`config.mk`:
```
export PLATFORM = sky130hd
export DESIGN_NAME = jpeg_entropy_tail
export DESIGN_NICKNAME = d
export VERILOG_FILES = /design/src/hw/jpeg_tail_pkg.sv /design/src/hw/byte_lane_fifo.sv /design/src/hw/ff_byte_escaper.sv /design/src/hw/huff_bit_packer.sv /design/src/hw/jpeg_entropy_tail.sv /design/src/hw/jpeg_tail_packer.sv
export SDC_FILE = /design/constraint.sdc
export NUM_CORES = 1
export LEC_CHECK = 0
export BUFFER_PORTS_ARGS = -buffer_cell sky130_fd_sc_hd__buf_4
export CAP_MARGIN = 15
export CORE_ASPECT_RATIO = 0.7
export CORE_UTILIZATION = 30
export CTS_BUF_LIST = sky130_fd_sc_hd__clkbuf_4
export DETAILED_ROUTE_END_ITERATION = 12
export PLACE_DENSITY = 0.48
export SETUP_SLACK_MARGIN = 0.5
export SLEW_MARGIN = 20
export SYNTH_ARGS = -nofsm -noshare
export SYNTH_HDL_FRONTEND = slang
export SYNTH_SLANG_ARGS = --single-unit
```
`constraint.sdc`:
```
create_clock -name xclk -period 17 [get_ports xclk]
set_clock_uncertainty 0.05 [all_clocks]
set_input_delay 3.4 -clock xclk [delete_from_list [all_inputs] [get_ports xclk]]
set_output_delay 3.4 -clock xclk [all_outputs]
set_load 0.005 [all_outputs]
```
`src/hw/jpeg_tail_pkg.sv`:
```
// jpeg entropy tail, shared stream types and constants
`default_nettype none

package jpeg_tail_pkg;

    typedef logic [31:0] word_t;      // stream word, msb aligned
    typedef logic [1:0]  byte_cnt_t;  // valid bytes from msb, 0 means 4
    typedef logic [15:0] code_t;      // huffman code, right aligned
    typedef logic [4:0]  code_len_t;  // code length 0..16
    typedef logic [23:0] frame_cnt_t; // bytes per frame

    typedef struct packed {
        logic       is_ff;  // data byte is 0xff
        logic [7:0] data;
    } lane_entry_t;

    localparam int          ACC_W      = 48;                 // packer accumulator bits
    localparam int          LANE_DEPTH = 4;                  // entries per lane fifo
    localparam int          LANE_PTR_W = $clog2(LANE_DEPTH);
    localparam logic [7:0]  ESC_BYTE   = 8'h00;              // stuffed after each 0xff
    localparam logic [15:0] EOI_MARKER = 16'hFFD9;           // end of image

endpackage

`default_nettype wire

```
`src/hw/byte_lane_fifo.sv`:
```
// one byte lane of the escaper, small show-ahead fifo
`timescale 1ns/10ps
`default_nettype none

module byte_lane_fifo (
    input  wire                             xclk,
    input  wire                             rst,    // sync, active high
    input  wire                             we,     // push wdata
    input  wire                             re,     // pop, rdata moves on
    input  wire jpeg_tail_pkg::lane_entry_t wdata,
    output jpeg_tail_pkg::lane_entry_t      rdata,  // head entry, valid at nempty
    output logic                            nempty
);
    import jpeg_tail_pkg::*;

    lane_entry_t           mem [LANE_DEPTH];
    logic [LANE_PTR_W-1:0] wr_ptr;
    logic [LANE_PTR_W-1:0] rd_ptr;
    logic [LANE_PTR_W:0]   fill;   // entries held
    logic                  full;

    assign full   = fill == (LANE_PTR_W+1)'(LANE_DEPTH);
    assign nempty = fill != '0;
    assign rdata  = mem[rd_ptr];   // show-ahead

    always_ff @(posedge xclk) begin
        if (we) mem[wr_ptr] <= wdata;
    end

    always_ff @(posedge xclk) begin
        if (rst) begin
            wr_ptr <= '0;
            rd_ptr <= '0;
            fill   <= '0;
        end else begin
            if (we) wr_ptr <= wr_ptr + 1'b1; // wraps, depth is a power of 2
            if (re) rd_ptr <= rd_ptr + 1'b1;
            fill <= fill + (LANE_PTR_W+1)'(we) - (LANE_PTR_W+1)'(re);
        end
    end

    a_no_overflow: assert property (@(posedge xclk) disable iff (rst)
        we |-> !full || re) else $error("lane fifo overflow");
    a_no_underflow: assert property (@(posedge xclk) disable iff (rst)
        re |-> nempty) else $error("lane fifo underflow");

endmodule

`default_nettype wire

```
`src/hw/ff_byte_escaper.sv`:
```
// jpeg byte stuffer, puts 0x00 after every 0xff, 32-bit words in and out
`timescale 1ns/10ps
`default_nettype none

module ff_byte_escaper (
    input  wire                           xclk,
    input  wire                           rst,       // sync, active high
    input  wire jpeg_tail_pkg::word_t     din,       // msb aligned
    input  wire jpeg_tail_pkg::byte_cnt_t bytes_in,  // 0 means 4
    input  wire                           in_stb,    // din valid
    input  wire                           flush_in,  // after last in_stb
    output jpeg_tail_pkg::word_t          d_out,
    output jpeg_tail_pkg::byte_cnt_t      bytes_out, // valid at dv, 0 means 4
    output logic                          dv,        // d_out valid
    output logic                          flush_out  // after the final dv
);
    import jpeg_tail_pkg::*;

    logic [3:0]  wmask;          // lanes written, lane 3 is msb
    lane_entry_t lane_q [4];
    logic [3:0]  lane_nempty;
    logic [3:0]  lane_re;
    logic [1:0]  byte_ptr;       // next byte position, 0 = lane 3
    logic        cry_ff;         // last byte sent was 0xff, zero still owed
    logic [7:0]  rot_data [4];   // lanes in stream order from byte_ptr
    logic [3:0]  rot_ne;
    logic [3:0]  rot_ff;
    logic [7:0]  sel_byte [4];   // output slots, 0 is msb
    logic [3:0]  slot_rdy;
    logic [3:0]  take;           // rotated sources consumed
    logic [3:0]  re_take;        // take mapped back to lanes
    logic [2:0]  src;            // bytes consumed by this word
    logic [2:0]  n_valid;        // leading ready slots
    logic        pend_zero;
    logic        run;
    logic        rdy;            // full output word available
    logic        cry_nxt;
    logic        flush_pend;     // flush seen, full words still draining
    logic        drain;          // read out the rest, partial word
    logic        flush_d;

    function automatic logic [1:0] lane_of(input logic [1:0] ptr, input logic [1:0] pos);
        return 2'd3 - ptr - pos;
    endfunction

    always_comb begin
        case (bytes_in)
            2'd1:    wmask = 4'b1000;
            2'd2:    wmask = 4'b1100;
            2'd3:    wmask = 4'b1110;
            default: wmask = 4'b1111;
        endcase
    end

    for (genvar i = 0; i < 4; i++) begin : g_lane
        byte_lane_fifo lane_inst (
            .xclk   (xclk),
            .rst    (rst),
            .we     (in_stb && wmask[i]),
            .re     (lane_re[i]),
            .wdata  ({&din[8*i +: 8], din[8*i +: 8]}), // flag 0xff on the way in
            .rdata  (lane_q[i]),
            .nempty (lane_nempty[i])
        );
    end

    // barrel, stream order starting at byte_ptr
    always_comb begin
        for (int j = 0; j < 4; j++) begin
            rot_data[j] = lane_q[lane_of(byte_ptr, 2'(j))].data;
            rot_ne[j]   = lane_nempty[lane_of(byte_ptr, 2'(j))];
            rot_ff[j]   = lane_q[lane_of(byte_ptr, 2'(j))].is_ff & rot_ne[j]; // empty lane no ff
        end
    end

    // fill the four slots, an owed zero takes a slot before the next byte
    always_comb begin
        pend_zero = cry_ff;
        src       = 3'd0;
        run       = 1'b1;
        n_valid   = 3'd0;
        take      = 4'b0;
        for (int k = 0; k < 4; k++) begin
            if (pend_zero) begin
                sel_byte[k] = ESC_BYTE;
                slot_rdy[k] = 1'b1;
                pend_zero   = 1'b0;
            end else begin
                sel_byte[k]       = rot_data[src[1:0]];
                slot_rdy[k]       = rot_ne[src[1:0]];
                pend_zero         = rot_ff[src[1:0]];
                take[src[1:0]]    = 1'b1;
                src               = src + 3'd1;
            end
            run = run & slot_rdy[k];
            if (run) n_valid = n_valid + 3'd1;
        end
        cry_nxt = pend_zero; // 0xff in the last slot, zero goes to next word
        rdy     = run;
    end

    always_comb begin
        re_take = 4'b0;
        for (int j = 0; j < 4; j++) begin
            re_take[lane_of(byte_ptr, 2'(j))] = take[j];
        end
        lane_re = drain ? lane_nempty : (rdy ? re_take : 4'b0); // drain empties all
    end

    always_ff @(posedge xclk) begin
        if (rst || drain) begin
            cry_ff   <= 1'b0;
            byte_ptr <= 2'd0; // next frame starts at lane 3
        end else if (rdy) begin
            cry_ff   <= cry_nxt;
            byte_ptr <= byte_ptr + src[1:0]; // 4 bytes wraps to same lane
        end
    end

    always_ff @(posedge xclk) begin
        if (rst) begin
            dv         <= 1'b0;
            flush_pend <= 1'b0;
            drain      <= 1'b0;
            flush_d    <= 1'b0;
            flush_out  <= 1'b0;
        end else begin
            dv <= rdy || (drain && n_valid != 3'd0);
            if (flush_in)               flush_pend <= 1'b1;
            else if (flush_pend && !rdy) flush_pend <= 1'b0;
            drain     <= flush_pend && !rdy; // no full word left
            flush_d   <= drain;
            flush_out <= flush_d;            // one cycle behind the tail word
        end
    end

    always_ff @(posedge xclk) begin
        if (rdy || drain) begin
            for (int k = 0; k < 4; k++) begin
                d_out[31 - 8*k -: 8] <= sel_byte[k];
            end
            bytes_out <= rdy ? 2'd0 : n_valid[1:0];
        end
    end

    // the drain would drop a word arriving behind the flush
    a_no_word_in_flush: assert property (@(posedge xclk) disable iff (rst)
        (flush_pend || drain) |-> !in_stb)
        else $error("escaper input word after flush");

endmodule

`default_nettype wire

```
`src/hw/huff_bit_packer.sv`:
```
// huffman bit packer, variable length codes into msb aligned 32-bit words
`timescale 1ns/10ps
`default_nettype none

module huff_bit_packer (
    input  wire                           xclk,     // stream clock
    input  wire                           rst,      // sync, active high
    input  wire jpeg_tail_pkg::code_t     code,     // right aligned code bits
    input  wire jpeg_tail_pkg::code_len_t code_len, // 0..16
    input  wire                           code_stb, // code/code_len valid
    input  wire                           flush_in, // after last code of frame
    output jpeg_tail_pkg::word_t          pk_data,  // msb aligned word
    output jpeg_tail_pkg::byte_cnt_t      pk_bytes, // 0 means 4
    output logic                          pk_stb,   // pk_data valid
    output logic                          pk_flush  // one cycle after last pk_stb
);
    import jpeg_tail_pkg::*;

    logic [ACC_W-1:0] acc;       // held bits, filled from the top down
    logic [5:0]       bit_cnt;   // bits held, below 32 between codes
    logic [ACC_W-1:0] code_bits; // new code moved to the top
    logic [ACC_W-1:0] acc_nxt;   // acc with the new code below old bits
    logic [ACC_W-1:0] acc_pad;   // acc with ones below the held bits
    logic [5:0]       cnt_nxt;
    logic [2:0]       pad_bytes; // bytes in the padded tail, 0..4
    logic             word_full; // 32 bits or more after this code
    logic             flush_q;   // flush delayed to follow the tail word

    always_comb begin
        // drop bits above code_len, then msb align
        code_bits = {code & ((16'h1 << code_len) - 16'h1), {(ACC_W-16){1'b0}}};
        code_bits = code_bits << (5'd16 - code_len);
        acc_nxt   = acc | (code_bits >> bit_cnt);
        cnt_nxt   = bit_cnt + {1'b0, code_len};
        word_full = cnt_nxt >= 6'd32;
        acc_pad   = acc | ({ACC_W{1'b1}} >> bit_cnt); // jpeg pads with ones
        pad_bytes = 3'((bit_cnt + 6'd7) >> 3);         // round up to bytes
    end

    // control and accumulator
    always_ff @(posedge xclk) begin
        if (rst) begin
            acc      <= '0;
            bit_cnt  <= '0;
            pk_stb   <= 1'b0;
            flush_q  <= 1'b0;
            pk_flush <= 1'b0;
        end else begin
            flush_q  <= flush_in;
            pk_flush <= flush_q;
            pk_stb   <= 1'b0;
            if (flush_in) begin
                pk_stb  <= bit_cnt != 6'd0; // nothing left, no tail word
                acc     <= '0;
                bit_cnt <= '0;
            end else if (code_stb) begin
                if (word_full) begin
                    pk_stb  <= 1'b1;
                    acc     <= acc_nxt << 32; // keep the overflow bits
                    bit_cnt <= cnt_nxt - 6'd32;
                end else begin
                    acc     <= acc_nxt;
                    bit_cnt <= cnt_nxt;
                end
            end
        end
    end

    // output word
    always_ff @(posedge xclk) begin
        if (flush_in) begin
            pk_data  <= acc_pad[ACC_W-1 -: 32];
            pk_bytes <= pad_bytes[1:0]; // 4 wraps to 0
        end else if (code_stb && word_full) begin
            pk_data  <= acc_nxt[ACC_W-1 -: 32];
            pk_bytes <= 2'd0;           // mid-frame words are full
        end
    end

    a_code_len: assert property (@(posedge xclk) disable iff (rst)
        code_stb |-> code_len <= 5'd16)
        else $error("code_len above 16");

endmodule

`default_nettype wire

```
`src/hw/jpeg_entropy_tail.sv`:
```
// entropy coder tail, bit packer to byte stuffer to output packer
`timescale 1ns/10ps
`default_nettype none

module jpeg_entropy_tail (
    input  wire                           xclk,
    input  wire                           rst,         // sync, active high
    input  wire jpeg_tail_pkg::code_t     code,
    input  wire jpeg_tail_pkg::code_len_t code_len,
    input  wire                           code_stb,
    input  wire                           flush_in,    // after last code
    output jpeg_tail_pkg::word_t          out_data,
    output jpeg_tail_pkg::byte_cnt_t      out_bytes,
    output logic                          out_stb,
    output logic                          out_done,
    output jpeg_tail_pkg::frame_cnt_t     frame_bytes
);
    import jpeg_tail_pkg::*;

    word_t     pk_data;   // packer to escaper
    byte_cnt_t pk_bytes;
    logic      pk_stb;
    logic      pk_flush;
    word_t     esc_data;  // escaper to tail packer
    byte_cnt_t esc_bytes;
    logic      esc_dv;
    logic      esc_flush;

    huff_bit_packer huff_bit_packer_inst (
        .xclk     (xclk),     .rst      (rst),
        .code     (code),     .code_len (code_len),
        .code_stb (code_stb), .flush_in (flush_in),
        .pk_data  (pk_data),  .pk_bytes (pk_bytes),
        .pk_stb   (pk_stb),   .pk_flush (pk_flush)
    );

    ff_byte_escaper ff_byte_escaper_inst (
        .xclk     (xclk),     .rst       (rst),
        .din      (pk_data),  .bytes_in  (pk_bytes),
        .in_stb   (pk_stb),   .flush_in  (pk_flush),
        .d_out    (esc_data), .bytes_out (esc_bytes),
        .dv       (esc_dv),   .flush_out (esc_flush)
    );

    jpeg_tail_packer jpeg_tail_packer_inst (
        .xclk     (xclk),     .rst       (rst),
        .din      (esc_data), .bytes_in  (esc_bytes),
        .dv       (esc_dv),   .flush_in  (esc_flush),
        .out_data (out_data), .out_bytes (out_bytes),
        .out_stb  (out_stb),  .out_done  (out_done),
        .frame_bytes (frame_bytes)
    );

endmodule

`default_nettype wire

```
`src/hw/jpeg_tail_packer.sv`:
```
// output packer, passes full words, appends ff d9 and counts frame bytes
`timescale 1ns/10ps
`default_nettype none

module jpeg_tail_packer (
    input  wire                           xclk,
    input  wire                           rst,         // sync, active high
    input  wire jpeg_tail_pkg::word_t     din,         // escaped word
    input  wire jpeg_tail_pkg::byte_cnt_t bytes_in,    // nonzero only on tail word
    input  wire                           dv,
    input  wire                           flush_in,    // after last dv
    output jpeg_tail_pkg::word_t          out_data,
    output jpeg_tail_pkg::byte_cnt_t      out_bytes,   // nonzero only on last word
    output logic                          out_stb,
    output logic                          out_done,    // with the last word
    output jpeg_tail_pkg::frame_cnt_t     frame_bytes  // valid at out_done
);
    import jpeg_tail_pkg::*;

    frame_cnt_t  byte_cnt;   // bytes sent so far this frame
    word_t       hold_data;  // tail bytes, later the second eoi word
    logic [1:0]  hold_n;     // tail bytes held, 0..3
    logic        eoi_pend;   // second word still to go
    logic [31:0] keep_mask;
    logic [63:0] merged;     // tail bytes then ff d9
    logic [2:0]  tail_n;     // bytes in merged, 2..5

    always_comb begin
        keep_mask = ~(32'hFFFF_FFFF >> {hold_n, 3'b000});
        merged    = {hold_data & keep_mask, 32'h0} | ({EOI_MARKER, 48'h0} >> {hold_n, 3'b000});
        tail_n    = {1'b0, hold_n} + 3'd2;
    end

    always_ff @(posedge xclk) begin
        if (rst) begin
            out_stb  <= 1'b0;
            out_done <= 1'b0;
            eoi_pend <= 1'b0;
            hold_n   <= 2'd0;
            byte_cnt <= '0;
        end else begin
            out_stb  <= 1'b0;
            out_done <= 1'b0;
            eoi_pend <= 1'b0;
            if (eoi_pend) begin
                out_stb  <= 1'b1;
                out_done <= 1'b1;
            end else if (flush_in) begin
                out_stb  <= 1'b1;
                out_done <= tail_n <= 3'd4;   // fits one word
                eoi_pend <= tail_n > 3'd4;    // d9 spills over
                hold_n   <= 2'd0;
                byte_cnt <= '0;
            end else if (dv) begin
                if (bytes_in == 2'd0) begin
                    out_stb  <= 1'b1;
                    byte_cnt <= byte_cnt + frame_cnt_t'(4);
                end else begin
                    hold_n <= bytes_in;       // short word waits for flush
                end
            end
        end
    end

    always_ff @(posedge xclk) begin
        if (eoi_pend) begin
            out_data  <= hold_data;
            out_bytes <= 2'd1;                // lone d9
        end else if (flush_in) begin
            out_data    <= merged[63:32];
            out_bytes   <= (tail_n > 3'd4) ? 2'd0 : tail_n[1:0];
            hold_data   <= merged[31:0];
            frame_bytes <= byte_cnt + frame_cnt_t'(tail_n);
        end else if (dv) begin
            if (bytes_in == 2'd0) begin
                out_data  <= din;
                out_bytes <= 2'd0;
            end else begin
                hold_data <= din;
            end
        end
    end

endmodule

`default_nettype wire

```
==> reports/metrics.cfg, run 1 <==
[run_status]
outcome = finished clean

[critical_path]
cp_data_arrival_time_ps = 8720
cp.required_ps = 17550
start_kind = input port
critPathSlowestCell = ha_1
critPathTopFamily = compound AO/OA/AOI/OAI gates
worst_setup_path_end_kind = register
crit_path_max_fanout = 35
critical_path_buf_inv_count = 2
critical_path_class = input port to register
worst_path_largest_cell_delay_ps = 620
cpMostUsedCell = ha_1
path_cells = buf_4 -> clkinv_1 -> ha_1 -> ha_1 -> or3b_1 -> ha_1 -> o21ai_1 -> o21ai_1 -> a221o_1 -> a2bb2oi_1 -> and3_4 -> o31a_1 -> o22ai_1 -> mux2i_1 -> mux2i_1 -> a221oi_1 -> a21oi_1

[placement]
numPortBuffers = 84
gp_congestion = 0.937
hpwlAfterDp_mm = 49.8
dp_slack_ps = 8140

[clocking]
cts_buffer_depth = 3
numCtsBuffers = 107
hold_buffers = 0
htree_levels = 3
clk_pin_slew_ps = 70
cts_num_sinks = 430
postCtsSetupBuffers = 0
clock-root-buffer = clkbuf_4
cts_tree = yes
clk_latency_ps = 870
ctsResizeCount = 0

[floorplan]
io_pins = 85
fp.dieH_microns = 232
core_sq_mm = 0.0750
initial_utilization_pct = 30.3
rows = 84
die_area_sq_mm = 0.0770
die_w_microns = 331

[synthesis]
synthesis.area_sq_mm = 0.0228
async_flop_share_pct = 0
ys_types = 106
synth_top_cell_by_area = edfxtp_1
yosys_warnings = 0
synth_area_per_cell_sq_um = 10.6
synthFlopType = edfxtp_1
ys_ff_latch = 430
synth_edf_count = 300
yosysTopAreaCellShare_pct = 39.6
synthTopCellsByArea = edfxtp_1 40%, dfxtp_1 11%, mux4_2 4.5%
syn-num-nets = 2233
syn_inst = 2148
yosysSeqAreaShare_pct = 51.0

[grt]
grt_max_degree = 47
grt_pass1_wl_mm = 104
grt_overflow = 0
grt_pass1_vias = 16907
antenna_found_initial = 1
grt_usage_pct = 17.7

[timing]
setup_viol_count_final = 0
maxSlewViolCount = 0
hold_viol_final = 0
max_slew_margin_pct = 31.0
fin_crit_sh_pct = 48.1
fmax_mhz = 122
worstMarginPinSlew_ps = 1030
layout_setup_ws_ps = 8820
setup_tns_ps = 0
min_period_ps = 8180
grt_setup_unrepaired = no

[power_and_ir_drop]
leakagePower_nw = 9.09
ir_drop_v = 0.0000346
power.density_mw_per_mm2 = 91.1

[finish]
fill_cells = 7557
syn2layout_area_growth_pct = 12.9
seq_area_sq_mm = 0.0116
multi_input_area_sq_mm = 0.0103
fin_nets = 2307
drive_above_1_share_pct = 17.2

[route]
vias = 17693
routedWlPerCell_microns = 20.8
drcViolationCount = 0
final_antenna_net_count = 0
wl_mm = 68.7
via_per_inst = 5.35
drtIter0Drc = 1673
drt_pass1_iterations = 6

[worst_hold_path]
worstHoldPathType = register to register

[run]
cap_viol_max_count = 0

[cells in the mapped netlist, types with 12 or more instances]
| cell | number |
|---|---|
| o211a_1 | 12 |
| nor4_1 | 13 |
| nand4_1 | 25 |
| and3_1 | 17 |
| and2_1 | 30 |
| a221o_1 | 17 |
| buf_1 | 14 |
| or3_1 | 26 |
| inv_1 | 58 |
| nand2_1 | 197 |
| nor3_1 | 44 |
| a21o_1 | 13 |
| a211oi_1 | 46 |
| ha_1 | 54 |
| mux2i_1 | 40 |
| buf_2 | 16 |
| clkbuf_1 | 109 |
| dfxtp_1 | 130 |
| xnor2_1 | 35 |
| nor2b_1 | 54 |
| nand2b_1 | 23 |
| a31oi_1 | 32 |
| nand3_1 | 46 |
| a21oi_1 | 126 |
| nor2_1 | 212 |
| a221oi_1 | 13 |
| o22ai_1 | 17 |
| xor2_1 | 32 |
| mux4_2 | 45 |
| o21ai_0 | 109 |
| o211ai_1 | 16 |
| edfxtp_1 | 300 |
| o31ai_1 | 16 |
[report_power, final]
group	internal, W	switching [W]	total, W
Clock	0.000475	0.000424	0.000899
Combinational	0.0000901	0.000182	0.000272
Sequential	0.00115	0.0000220	0.00117
Total	0.00171	0.000628	0.00234
[area by class of cell]
class,instances,area share [%]
clock buffer,172,5.03
inverter,63,0.920
multi-input combinational,1511,40.2
timing repair buffer,109,3.19
sequential,430,45.2
clock inverter,30,0.638
antenna,1,0.00974
tap,989,4.82
[sequential cells by signal, summed over array words and instances (netlist names), 2 cells and up, named ones only]
register and cells:
ff_byte_escaper_inst.byte_ptr 2, ff_byte_escaper_inst.bytes_out 2, ff_byte_escaper_inst.d_out 32, ff_byte_escaper_inst.g_lane.lane_inst.fill 12
ff_byte_escaper_inst.g_lane.lane_inst.mem 144, ff_byte_escaper_inst.g_lane.lane_inst.rd_ptr 8, ff_byte_escaper_inst.g_lane.lane_inst.wr_ptr 8, huff_bit_packer_inst.acc 48
huff_bit_packer_inst.bit_cnt 6, huff_bit_packer_inst.pk_bytes 2, huff_bit_packer_inst.pk_data 32, jpeg_tail_packer_inst.byte_cnt 22
jpeg_tail_packer_inst.frame_bytes 24, jpeg_tail_packer_inst.hold_data 32, jpeg_tail_packer_inst.hold_n 2, jpeg_tail_packer_inst.out_bytes 2
jpeg_tail_packer_inst.out_data 32
[cells by family (layout without fill, tap and decap cells)]
family / after synthesis / count (layout) / share of synthesized area, %
XOR/XNOR: 67 / 67 / 2.58
AO/OA/AOI/OAI: 546 / 546 / 16.3
buffers and inverters: 207 / 374 / 3.62
other: 1 / 2 / 0.0165
multiplexers: 98 / 98 / 6.93
AND/OR/NAND/NOR: 739 / 739 / 16.0
flip-flops: 430 / 430 / 51.0
adder cells (fa/ha/maj): 60 / 60 / 3.50
[worst register-to-register path, stage by stage (launching register included)]
cell and delay, ps:
dfxtp_1 960, inv_1 660, ha_1 1180, mux4_2 480, nand3_1 600, o221ai_1 410, o21ai_0 140, a21o_1 370
o31ai_1 750, ha_1 220, inv_1 40, ha_1 190, fa_1 410, xnor2_1 180, xnor2_1 140, nor2_1 50
[stage by stage]
stage | cells | util, % | power (W) | instance area, sq um | hold slack, ps
finish | 3305 | 34.2 | 0.00234 | 25700 | 390
global route | 3305 | 34.2 | 0.00245 | 25700 | 405
CTS | 3304 | 34.2 | 0.00237 | 25700 | 392
detailed placement | 3102 | 32.3 | 0.00146 | 24200 | 377
global placement | 3102 | 32.3 | 0.00146 | 24200 | 372
floorplan | 2148 | - | 0.00136 | 22800 | 363
[worst paths after layout]
check	startpoint	endpoint	slack (ps)	cells after the start
hold / removal	ff_byte_escaper_inst.flush_d	ff_byte_escaper_inst.flush_out	390	1
hold reg to reg	ff_byte_escaper_inst.flush_d	ff_byte_escaper_inst.flush_out	390	1
setup reg to reg	ff_byte_escaper_inst.byte_ptr[1]	ff_byte_escaper_inst.g_lane[1].lane_inst.fill[2]	10070	15
setup / recovery	code_len[0]	huff_bit_packer_inst.pk_data[2]	8820	17
[layer usage]
| layer | global-route usage (%) | share of wire, % | up-vias |
|---|---|---|---|
| met4 | 4.85 | 1.5 | 0 |
| met2 | 21.8 | 37 | 716 |
| met1 | 27.8 | 51 | 8656 |
| met5 | 0 | 0 | - |
| met3 | 6.57 | 10 | 74 |
| li1 | - | - | 8247 |
[cells in the final DEF (no fill, tap or decap), types with 46 or more instances in the layout]
cell type,synthesis,routed
nand2_1,197,197
edfxtp_1,300,300
o21ai_0,109,109
nand3_1,46,46
a21oi_1,126,125
buf_4,3,109
nor2b_1,54,53
clkbuf_4,0,172
dfxtp_1,130,130
nor2_1,212,212
inv_1,58,57
ha_1,54,54
Note: power is estimated with default switching activity, not from simulation.
==> run 2, diff against run 1 <==
==> constraint.sdc (replaced) <==
create_clock -name xclk -period 8.5 [get_ports xclk]
set_clock_uncertainty 0.05 [all_clocks]
set_input_delay 1.7 -clock xclk [delete_from_list [all_inputs] [get_ports xclk]]
set_output_delay 1.7 -clock xclk [all_outputs]
set_load 0.005 [all_outputs]
==> run 2 against run 1 <==
First-iteration DRC count grew 18%. Sequential share of layout area shrank 0.099 points. Count of clock-buffer cells in the layout grew 6. Final cell count grew 0.18%. Hold slack lost 1.7 ps. Final area grew 0.22%. Sequential power grew 100%. Combinational power grew 100%. Critical path type unchanged. Power grew 100%. Critical path depth grew 1. Core utilization grew 0.075 points. Die area is the same.
==> reports/metrics.cfg, run 2 (synthesis results as in run 1) <==
[run_status]
outcome = finished clean  ; unchanged

[critical_path]
cp_data_arrival_time_ps = 7140  ; was 8720 ps
worst_setup_path_end_kind = register  ; unchanged
critPathTopFamily = compound AO/OA/AOI/OAI gates  ; unchanged
path_cells = buf_4 -> clkinv_1 -> ha_1 -> ha_1 -> buf_4 -> or3b_1 -> ha_1 -> nand2b_1 -> or3_1 -> a311oi_1 -> a211oi_1 -> a211oi_2 -> nand4_4 -> o22ai_1 -> mux2i_1 -> mux2i_1 -> a221oi_1 -> a21oi_1  ; was buf_4 -> clkinv_1 -> ha_1 -> ha_1 -> or3b_1 -> ha_1 -> o21ai_1 -> o21ai_1 -> a221o_1 -> a2bb2oi_1 -> and3_4 -> o31a_1 -> o22ai_1 -> mux2i_1 -> mux2i_1 -> a221oi_1 -> a21oi_1
cpMostUsedCell = ha_1  ; unchanged
critical_path_buf_inv_count = 3  ; was 2
worst_path_largest_cell_delay_ps = 610  ; was 620 ps
critical_path_class = input port to register  ; unchanged
critPathSlowestCell = o22ai_1  ; was ha_1
cp.required_ps = 9150  ; was 17550 ps
start_kind = input port  ; unchanged
crit_path_max_fanout = 35  ; unchanged

[route]
final_antenna_net_count = 0  ; unchanged
routedWlPerCell_microns = 20.8  ; about the same
wl_mm = 68.9  ; was 68.7 mm
drcViolationCount = 0  ; unchanged
via_per_inst = 5.38  ; was 5.35
drt_pass1_iterations = 5  ; was 6
vias = 17815  ; was 17693
drtIter0Drc = 1966  ; was 1673

[power_and_ir_drop]
ir_drop_v = 0.0000993  ; was 0.0000346 V
power.density_mw_per_mm2 = 183  ; was 91.1 mW/mm^2
netSwitchingFraction_pct = 26.9  ; was 26.8%
switchingPower_w = 0.00127  ; was 0.000628 W
pwr-share-comb_pct = 11.6  ; about the same
seq_power_share_pct = 49.5  ; was 49.9%
pwr-share-clk_pct = 38.9  ; was 38.4%
leakagePower_nw = 9.13  ; was 9.09 nW
power_w = 0.00472  ; was 0.00234 W
p_int_w = 0.00345  ; was 0.00171 W

[clocking]
ctsResizeCount = 0  ; unchanged
clk_latency_ps = 870  ; about the same
cts_tree = yes  ; unchanged
clk_pin_slew_ps = 70  ; about the same
postCtsSetupBuffers = 0  ; unchanged
numCtsBuffers = 109  ; was 107
cts_buffer_depth = 3  ; unchanged
htree_levels = 3  ; unchanged
clock-root-buffer = clkbuf_4  ; unchanged
hold_buffers = 0  ; unchanged
cts_num_sinks = 430  ; unchanged

[floorplan]
die_w_microns = 331  ; unchanged
die_area_sq_mm = 0.0770  ; unchanged
initial_utilization_pct = 30.3  ; unchanged
rows = 84  ; unchanged
core_sq_mm = 0.0750  ; unchanged
io_pins = 85  ; unchanged
fp.dieH_microns = 232  ; unchanged

[timing]
hold_viol_final = 0  ; unchanged
max_slew_margin_pct = 29.3  ; was 31.0%
fin_crit_sh_pct = 76.3
fmax_mhz = 154
setup_tns_ps = 0  ; unchanged
worstMarginPinSlew_ps = 1060  ; was 1030 ps
grt_setup_unrepaired = no  ; unchanged
layout_setup_ws_ps = 2010  ; was 8820 ps
maxSlewViolCount = 0  ; unchanged
min_period_ps = 6490
setup_viol_count_final = 0  ; unchanged

[finish]
final_area_sq_mm = 0.0257  ; about the same
final_cell_mix = 300 x edfxtp_1, 212 x nor2_1, 197 x nand2_1  ; unchanged
largestRegisters = ff_byte_escaper_inst.g_lane.lane_inst.mem (144), huff_bit_packer_inst.acc (48)  ; unchanged
final_common_cell = edfxtp_1  ; unchanged
largest_reg_flops = 144  ; unchanged
fin_nets = 2313  ; was 2307
regMostFlops = ff_byte_escaper_inst.g_lane.lane_inst.mem  ; unchanged
drive_above_1_share_pct = 17.6  ; was 17.2%
syn2layout_area_growth_pct = 13.2  ; was 12.9%

[grt]
grt_max_degree = 53  ; was 47
antenna_found_initial = 2  ; was 1
grt_pass1_wl_mm = 105  ; was 104 mm
grt_overflow = 0  ; unchanged
grt_usage_pct = 17.8  ; was 17.7%
grt_pass1_vias = 16971  ; was 16907

[placement]
numPortBuffers = 84  ; unchanged
placed_area_sq_mm = 0.0243  ; was 0.0242 sq mm
hpwlAfterDp_mm = 49.9  ; was 49.8 mm
gp_congestion = 0.942  ; was 0.937
dp_slack_ps = 1360  ; was 8140 ps

[run]
cap_viol_max_count = 0  ; unchanged

[worst_hold_path]
worstHoldPathType = register to register  ; unchanged

## run 2: stage by stage
stage | hold WS, ps | utilization (%) | instances
2_1_floorplan | 363 | - | 2148
3_5_place_dp | 372 | 32.3 | 3106
5_1_grt | 404 | 34.3 | 3311
3_3_place_gp | 372 | 32.3 | 3106
4_1_cts | 390 | 34.3 | 3309
6_report | 388 | 34.3 | 3311
## run 2: cell type report
| type | instances | area [sq um] |
|---|---|---|
| Fill cell | 7585 | 49300 |
| Sequential cell | 430 | 11600 |
| Multi-Input combinational cell | 1511 | 10300 |
| Clock buffer | 178 | 1340 |
| Tap cell | 989 | 1240 |
| Timing Repair Buffer | 113 | 848 |
| Inverter | 63 | 236 |
| Clock inverter | 25 | 143 |
| Antenna cell | 2 | 5.00 |
## run 2: path summary, 6_finish.rpt
check / startpoint / to / slack [ps] / cells after the start
max: code_len[0] / huff_bit_packer_inst.pk_data[2] / 2010 / 18
min reg2reg: ff_byte_escaper_inst.flush_d / ff_byte_escaper_inst.flush_out / 390 / 1
max reg2reg: register / ff_byte_escaper_inst.g_lane[1].lane_inst.fill[2] / 2630 / 17
min: ff_byte_escaper_inst.flush_d / ff_byte_escaper_inst.flush_out / 390 / 1
## run 2: routing by layer
layer | track usage, % | part of all wire, % | vias up
met1 | 28.5 | 51 | 8729
li1 | - | - | 8264
met4 | 3.88 | 1.3 | 0
met5 | 0 | 0 | -
met3 | 5.70 | 9.5 | 87
met2 | 22.5 | 38 | 735
## run 2: power groups by stage
| stage | combinational [W] | sequential [W] | clock, W |
|---|---|---|---|
| 6_report | 0.000546 | 0.00234 | 0.00184 |
| 4_1_cts | 0.000533 | 0.00234 | 0.00191 |
| 3_3_place_gp | 0.000530 | 0.00238 | 0 |
| 3_5_place_dp | 0.000531 | 0.00238 | 0 |
| 2_1_floorplan | 0.000359 | 0.00236 | 0 |
| 5_1_grt | 0.000590 | 0.00234 | 0.00201 |
==> run 3, diff against run 2 <==
--- a/config.mk
+++ b/config.mk
@@ -5,6 +5,7 @@
 export SDC_FILE = /design/constraint.sdc
 export NUM_CORES = 1
 export LEC_CHECK = 0
+export ABC_AREA = 1
 export BUFFER_PORTS_ARGS = -buffer_cell sky130_fd_sc_hd__buf_4
 export CAP_MARGIN = 15
 export CORE_ASPECT_RATIO = 0.7
==> constraint.sdc (replaced) <==
create_clock -name xclk -period 6.8 [get_ports xclk]
set_clock_uncertainty 0.05 [all_clocks]
set_input_delay 1.36 -clock xclk [delete_from_list [all_inputs] [get_ports xclk]]
set_output_delay 1.36 -clock xclk [all_outputs]
set_load 0.005 [all_outputs]
==> run 3 against run 2 <==
Core utilization increased by 0.22 points. Flip-flop and latch count unchanged. Largest power group unchanged. Critical path depth increased by 2. Setup slack got worse by 780 ps. Count of clock-buffer cells in the layout decreased by 1. Critical path type is now register to register. Via count increased by 5.2%. Routed wire length decreased by 2.0%. Clock power increased by 28%. Combinational power increased by 76%. Synthesized cell count increased by 20%.
==> reports/metrics.cfg, run 3 <==
[synthesis]
ys_ff_latch = 430  ; unchanged
synthFlopType = edfxtp_1  ; unchanged
synth_edf_count = 300  ; unchanged
syn_inst = 2573  ; was 2148
async_flop_share_pct = 0  ; unchanged
synth_area_per_cell_sq_um = 8.63  ; was 10.6 sq um
ys_types = 70  ; was 106
synthTopCellsByCount = 553 x nand2_1, 311 x nand3_1, 300 x edfxtp_1  ; was 300 x edfxtp_1, 212 x nor2_1, 197 x nand2_1
yosysMostFrequentCell = nand2_1  ; was edfxtp_1
yosys_warnings = 0  ; unchanged
yosysTopAreaCellShare_pct = 40.6  ; was 39.6%
synth_top_cell_by_area = edfxtp_1  ; unchanged
synthTopCellsByArea = edfxtp_1 41%, dfxtp_1 12%, nand2_1 9.3%  ; was edfxtp_1 40%, dfxtp_1 11%, mux4_2 4.5%
yosysSeqAreaShare_pct = 52.3  ; was 51.0%
synthesis.area_sq_mm = 0.0222  ; was 0.0228 sq mm
syn-num-nets = 2658  ; was 2233

[finish]
drive_above_1_share_pct = 14.0  ; was 17.6%
largest_reg_flops = 144  ; unchanged
regMostFlops = ff_byte_escaper_inst.g_lane.lane_inst.mem  ; unchanged
fin_nets = 2775  ; was 2313
largestRegisters = ff_byte_escaper_inst.g_lane.lane_inst.mem (144), huff_bit_packer_inst.acc (48)  ; unchanged
final_common_cell = nand2_1  ; was edfxtp_1
syn2layout_area_growth_pct = 14.0  ; was 13.2%
final_cells = 3763  ; was 3311
final_area_sq_mm = 0.0253  ; was 0.0257 sq mm
final_cell_mix = 552 x nand2_1, 311 x nand3_1, 300 x edfxtp_1  ; was 300 x edfxtp_1, 212 x nor2_1, 197 x nand2_1

[critical_path]
path_cells = inv_1 -> ha_2 -> clkinv_1 -> o21ai_0 -> o21bai_1 -> nand2_1 -> nand2_1 -> inv_1 -> nand2_1 -> o2111ai_2 -> nand2_4 -> inv_2 -> nand2_1 -> nand2_2 -> ha_1 -> inv_1 -> ha_1 -> fa_1 -> or2_2 -> a21oi_1  ; was buf_4 -> clkinv_1 -> ha_1 -> ha_1 -> buf_4 -> or3b_1 -> ha_1 -> nand2b_1 -> or3_1 -> a311oi_1 -> a211oi_1 -> a211oi_2 -> nand4_4 -> o22ai_1 -> mux2i_1 -> mux2i_1 -> a221oi_1 -> a21oi_1
cp.required_ps = 7540  ; was 9150 ps
rr_endpoint = ff_byte_escaper_inst.g_lane[2].lane_inst.fill[2]  ; was ff_byte_escaper_inst.g_lane[1].lane_inst.fill[2]
r2r_slack_ps = 1230  ; was 2630 ps
worst_path_largest_cell_delay_ps = 850  ; was 610 ps
critPathSlowestCell = dfxtp_1  ; was o22ai_1
reg2reg_from = ff_byte_escaper_inst.byte_ptr[1]
critical_path_class = register to register  ; was input port to register
cp_data_arrival_time_ps = 6310  ; was 7140 ps
start_kind = register  ; was input port
cpMostUsedCell = nand2_1  ; was ha_1
crit_path_max_fanout = 25  ; was 35
rr_worst_depth = 20  ; was 17
worst_setup_path_end_kind = register  ; unchanged

[clocking]
cts_buffer_depth = 3  ; unchanged
clk_latency_ps = 900  ; was 870 ps
clock-root-buffer = clkbuf_4  ; unchanged
cts_tree = yes  ; unchanged
clk_pin_slew_ps = 70  ; about the same
htree_levels = 3  ; unchanged
hold_buffers = 0  ; unchanged
postCtsSetupBuffers = 0  ; unchanged
cts_num_sinks = 430  ; unchanged
numCtsBuffers = 112  ; was 109

[floorplan]
io_pins = 85  ; unchanged
initial_utilization_pct = 30.3  ; about the same
fp.dieH_microns = 230  ; was 232 microns
die_area_sq_mm = 0.0751  ; was 0.0770 sq mm
rows = 83  ; was 84
core_sq_mm = 0.0733  ; was 0.0750 sq mm
die_w_microns = 327  ; was 331 microns

[worst_hold_path]
worstHoldPathType = register to register  ; unchanged
min_delay_path_depth = 2  ; was 1
min-delay-start = ff_byte_escaper_inst.flush_d  ; unchanged
min_to = ff_byte_escaper_inst.flush_out  ; unchanged

[route]
final_antenna_net_count = 0  ; unchanged
drtIter0Drc = 1768  ; was 1966
wl_mm = 67.5  ; was 68.9 mm
via_per_inst = 4.98  ; was 5.38
drcViolationCount = 0  ; unchanged
vias = 18742  ; was 17815
routedWlPerCell_microns = 17.9  ; was 20.8 microns
drt_pass1_iterations = 6  ; was 5

[grt]
grt_pass1_vias = 17518  ; was 16971
antenna_found_initial = 2  ; unchanged
grt_usage_pct = 17.9  ; was 17.8%
grt_pass1_wl_mm = 104  ; was 105 mm
grt_overflow = 0  ; unchanged
grt_max_degree = 47  ; was 53

[timing]
min_period_ps = 5570
fmax_mhz = 180
max_slew_margin_pct = 28.3  ; was 29.3%
layout_setup_ws_ps = 1230  ; was 2010 ps
setup_viol_count_final = 0  ; unchanged
grt_setup_unrepaired = no  ; unchanged
worstMarginPinSlew_ps = 1070  ; was 1060 ps
hold_viol_final = 0  ; unchanged
maxSlewViolCount = 0  ; unchanged
fin_crit_sh_pct = 81.9
setup_tns_ps = 0  ; unchanged

[placement]
placed_area_sq_mm = 0.0238  ; was 0.0243 sq mm
dp_slack_ps = 1160  ; was 1360 ps
hpwlAfterDp_mm = 49.5  ; was 49.9 mm
numPortBuffers = 84  ; unchanged
gp_congestion = 0.914  ; was 0.942
placed_cells = 3553  ; was 3106

[power_and_ir_drop]
power.density_mw_per_mm2 = 250  ; was 183 mW/mm^2
power_w = 0.00632  ; was 0.00472 W
leakagePower_nw = 10.2  ; was 9.13 nW
ir_drop_v = 0.000112  ; was 0.0000993 V

[run_status]
outcome = finished clean  ; unchanged

[run]
cap_viol_max_count = 0  ; unchanged

[run 3: worst max-delay path by stage]
stage                                     start                                          endpoint
3_5_place_dp   ff_byte_escaper_inst.byte_ptr[1]  ff_byte_escaper_inst.g_lane[2].lane_inst.fill[2]
4_1_cts        ff_byte_escaper_inst.byte_ptr[1]  ff_byte_escaper_inst.g_lane[2].lane_inst.fill[2]
5_1_grt        ff_byte_escaper_inst.byte_ptr[1]  ff_byte_escaper_inst.g_lane[2].lane_inst.fill[2]
6_report       ff_byte_escaper_inst.byte_ptr[1]  ff_byte_escaper_inst.g_lane[2].lane_inst.fill[2]
3_3_place_gp   ff_byte_escaper_inst.byte_ptr[1]  ff_byte_escaper_inst.g_lane[2].lane_inst.fill[2]
2_1_floorplan  ff_byte_escaper_inst.byte_ptr[1]  ff_byte_escaper_inst.g_lane[0].lane_inst.fill[2]
[run 3: worst max-delay path: cells and delay by family, from the launching register on]
| family | cells | cell delay, ps |
|---|---|---|
| adder cells (fa/ha/maj) | 4 | 1610 |
| AND/OR/NAND/NOR | 7 | 1280 |
| buffers and inverters | 5 | 1020 |
| flip-flops | 1 | 850 |
| AO/OA/AOI/OAI | 4 | 650 |
[run 3: through the flow]
| stage | hold slack (ps) | utilization (%) |
|---|---|---|
| 2_1_floorplan | 338 | - |
| 3_3_place_gp | 344 | 32.5 |
| 3_5_place_dp | 351 | 32.5 |
| 4_1_cts | 315 | 34.5 |
| 5_1_grt | 327 | 34.5 |
| 6_report | 321 | 34.5 |
[run 3: what timing repair did]
item	4_1_cts	5_1_grt
setup endpoints to repair	0	1
endpoints found under the hold margin	0	0
gates resized for setup	0	1
[run 3: logic make-up after synthesis]
logic type / after synthesis / synth area share (%)
compound gates: 451 / 11.9
flops: 430 / 52.3
fa+ha+maj: 60 / 3.58
buf+inv: 401 / 7.14
xor+xnor: 36 / 1.45
simple gates: 1194 / 23.6
other cells: 1 / 0.0169
[run 3: layer usage]
metal / routed length [microns] / GRT usage [%] / vias up
li1: - / - / 9097
met1: 35500 / 28.7 / 8942
met2: 26000 / 23.6 / 609
met3: 4940 / 3.90 / 94
met4: 1090 / 4.37 / 0
met5: 0 / 0 / -
[run 3: area by class of cell]
cell class              count  area, sq um
repair buffers            110          826
inverters                 294         1110
fillers                  7638        48000
clock buffers             177         1330
diodes                      4         10.0
multi-input cells        1742         9030
well taps                 977         1220
clock inverters            29          181
flip-flops and latches    430        11600
[run 3: power breakdown]
| part | internal, W | switching (W) | leakage, nW |
|---|---|---|---|
| clock network | 0.00126 | 0.00111 | 0.908 |
| logic | 0.000298 | 0.000661 | 5.47 |
| registers | 0.00292 | 0.0000749 | 3.80 |
| total | 0.00448 | 0.00184 | 10.2 |
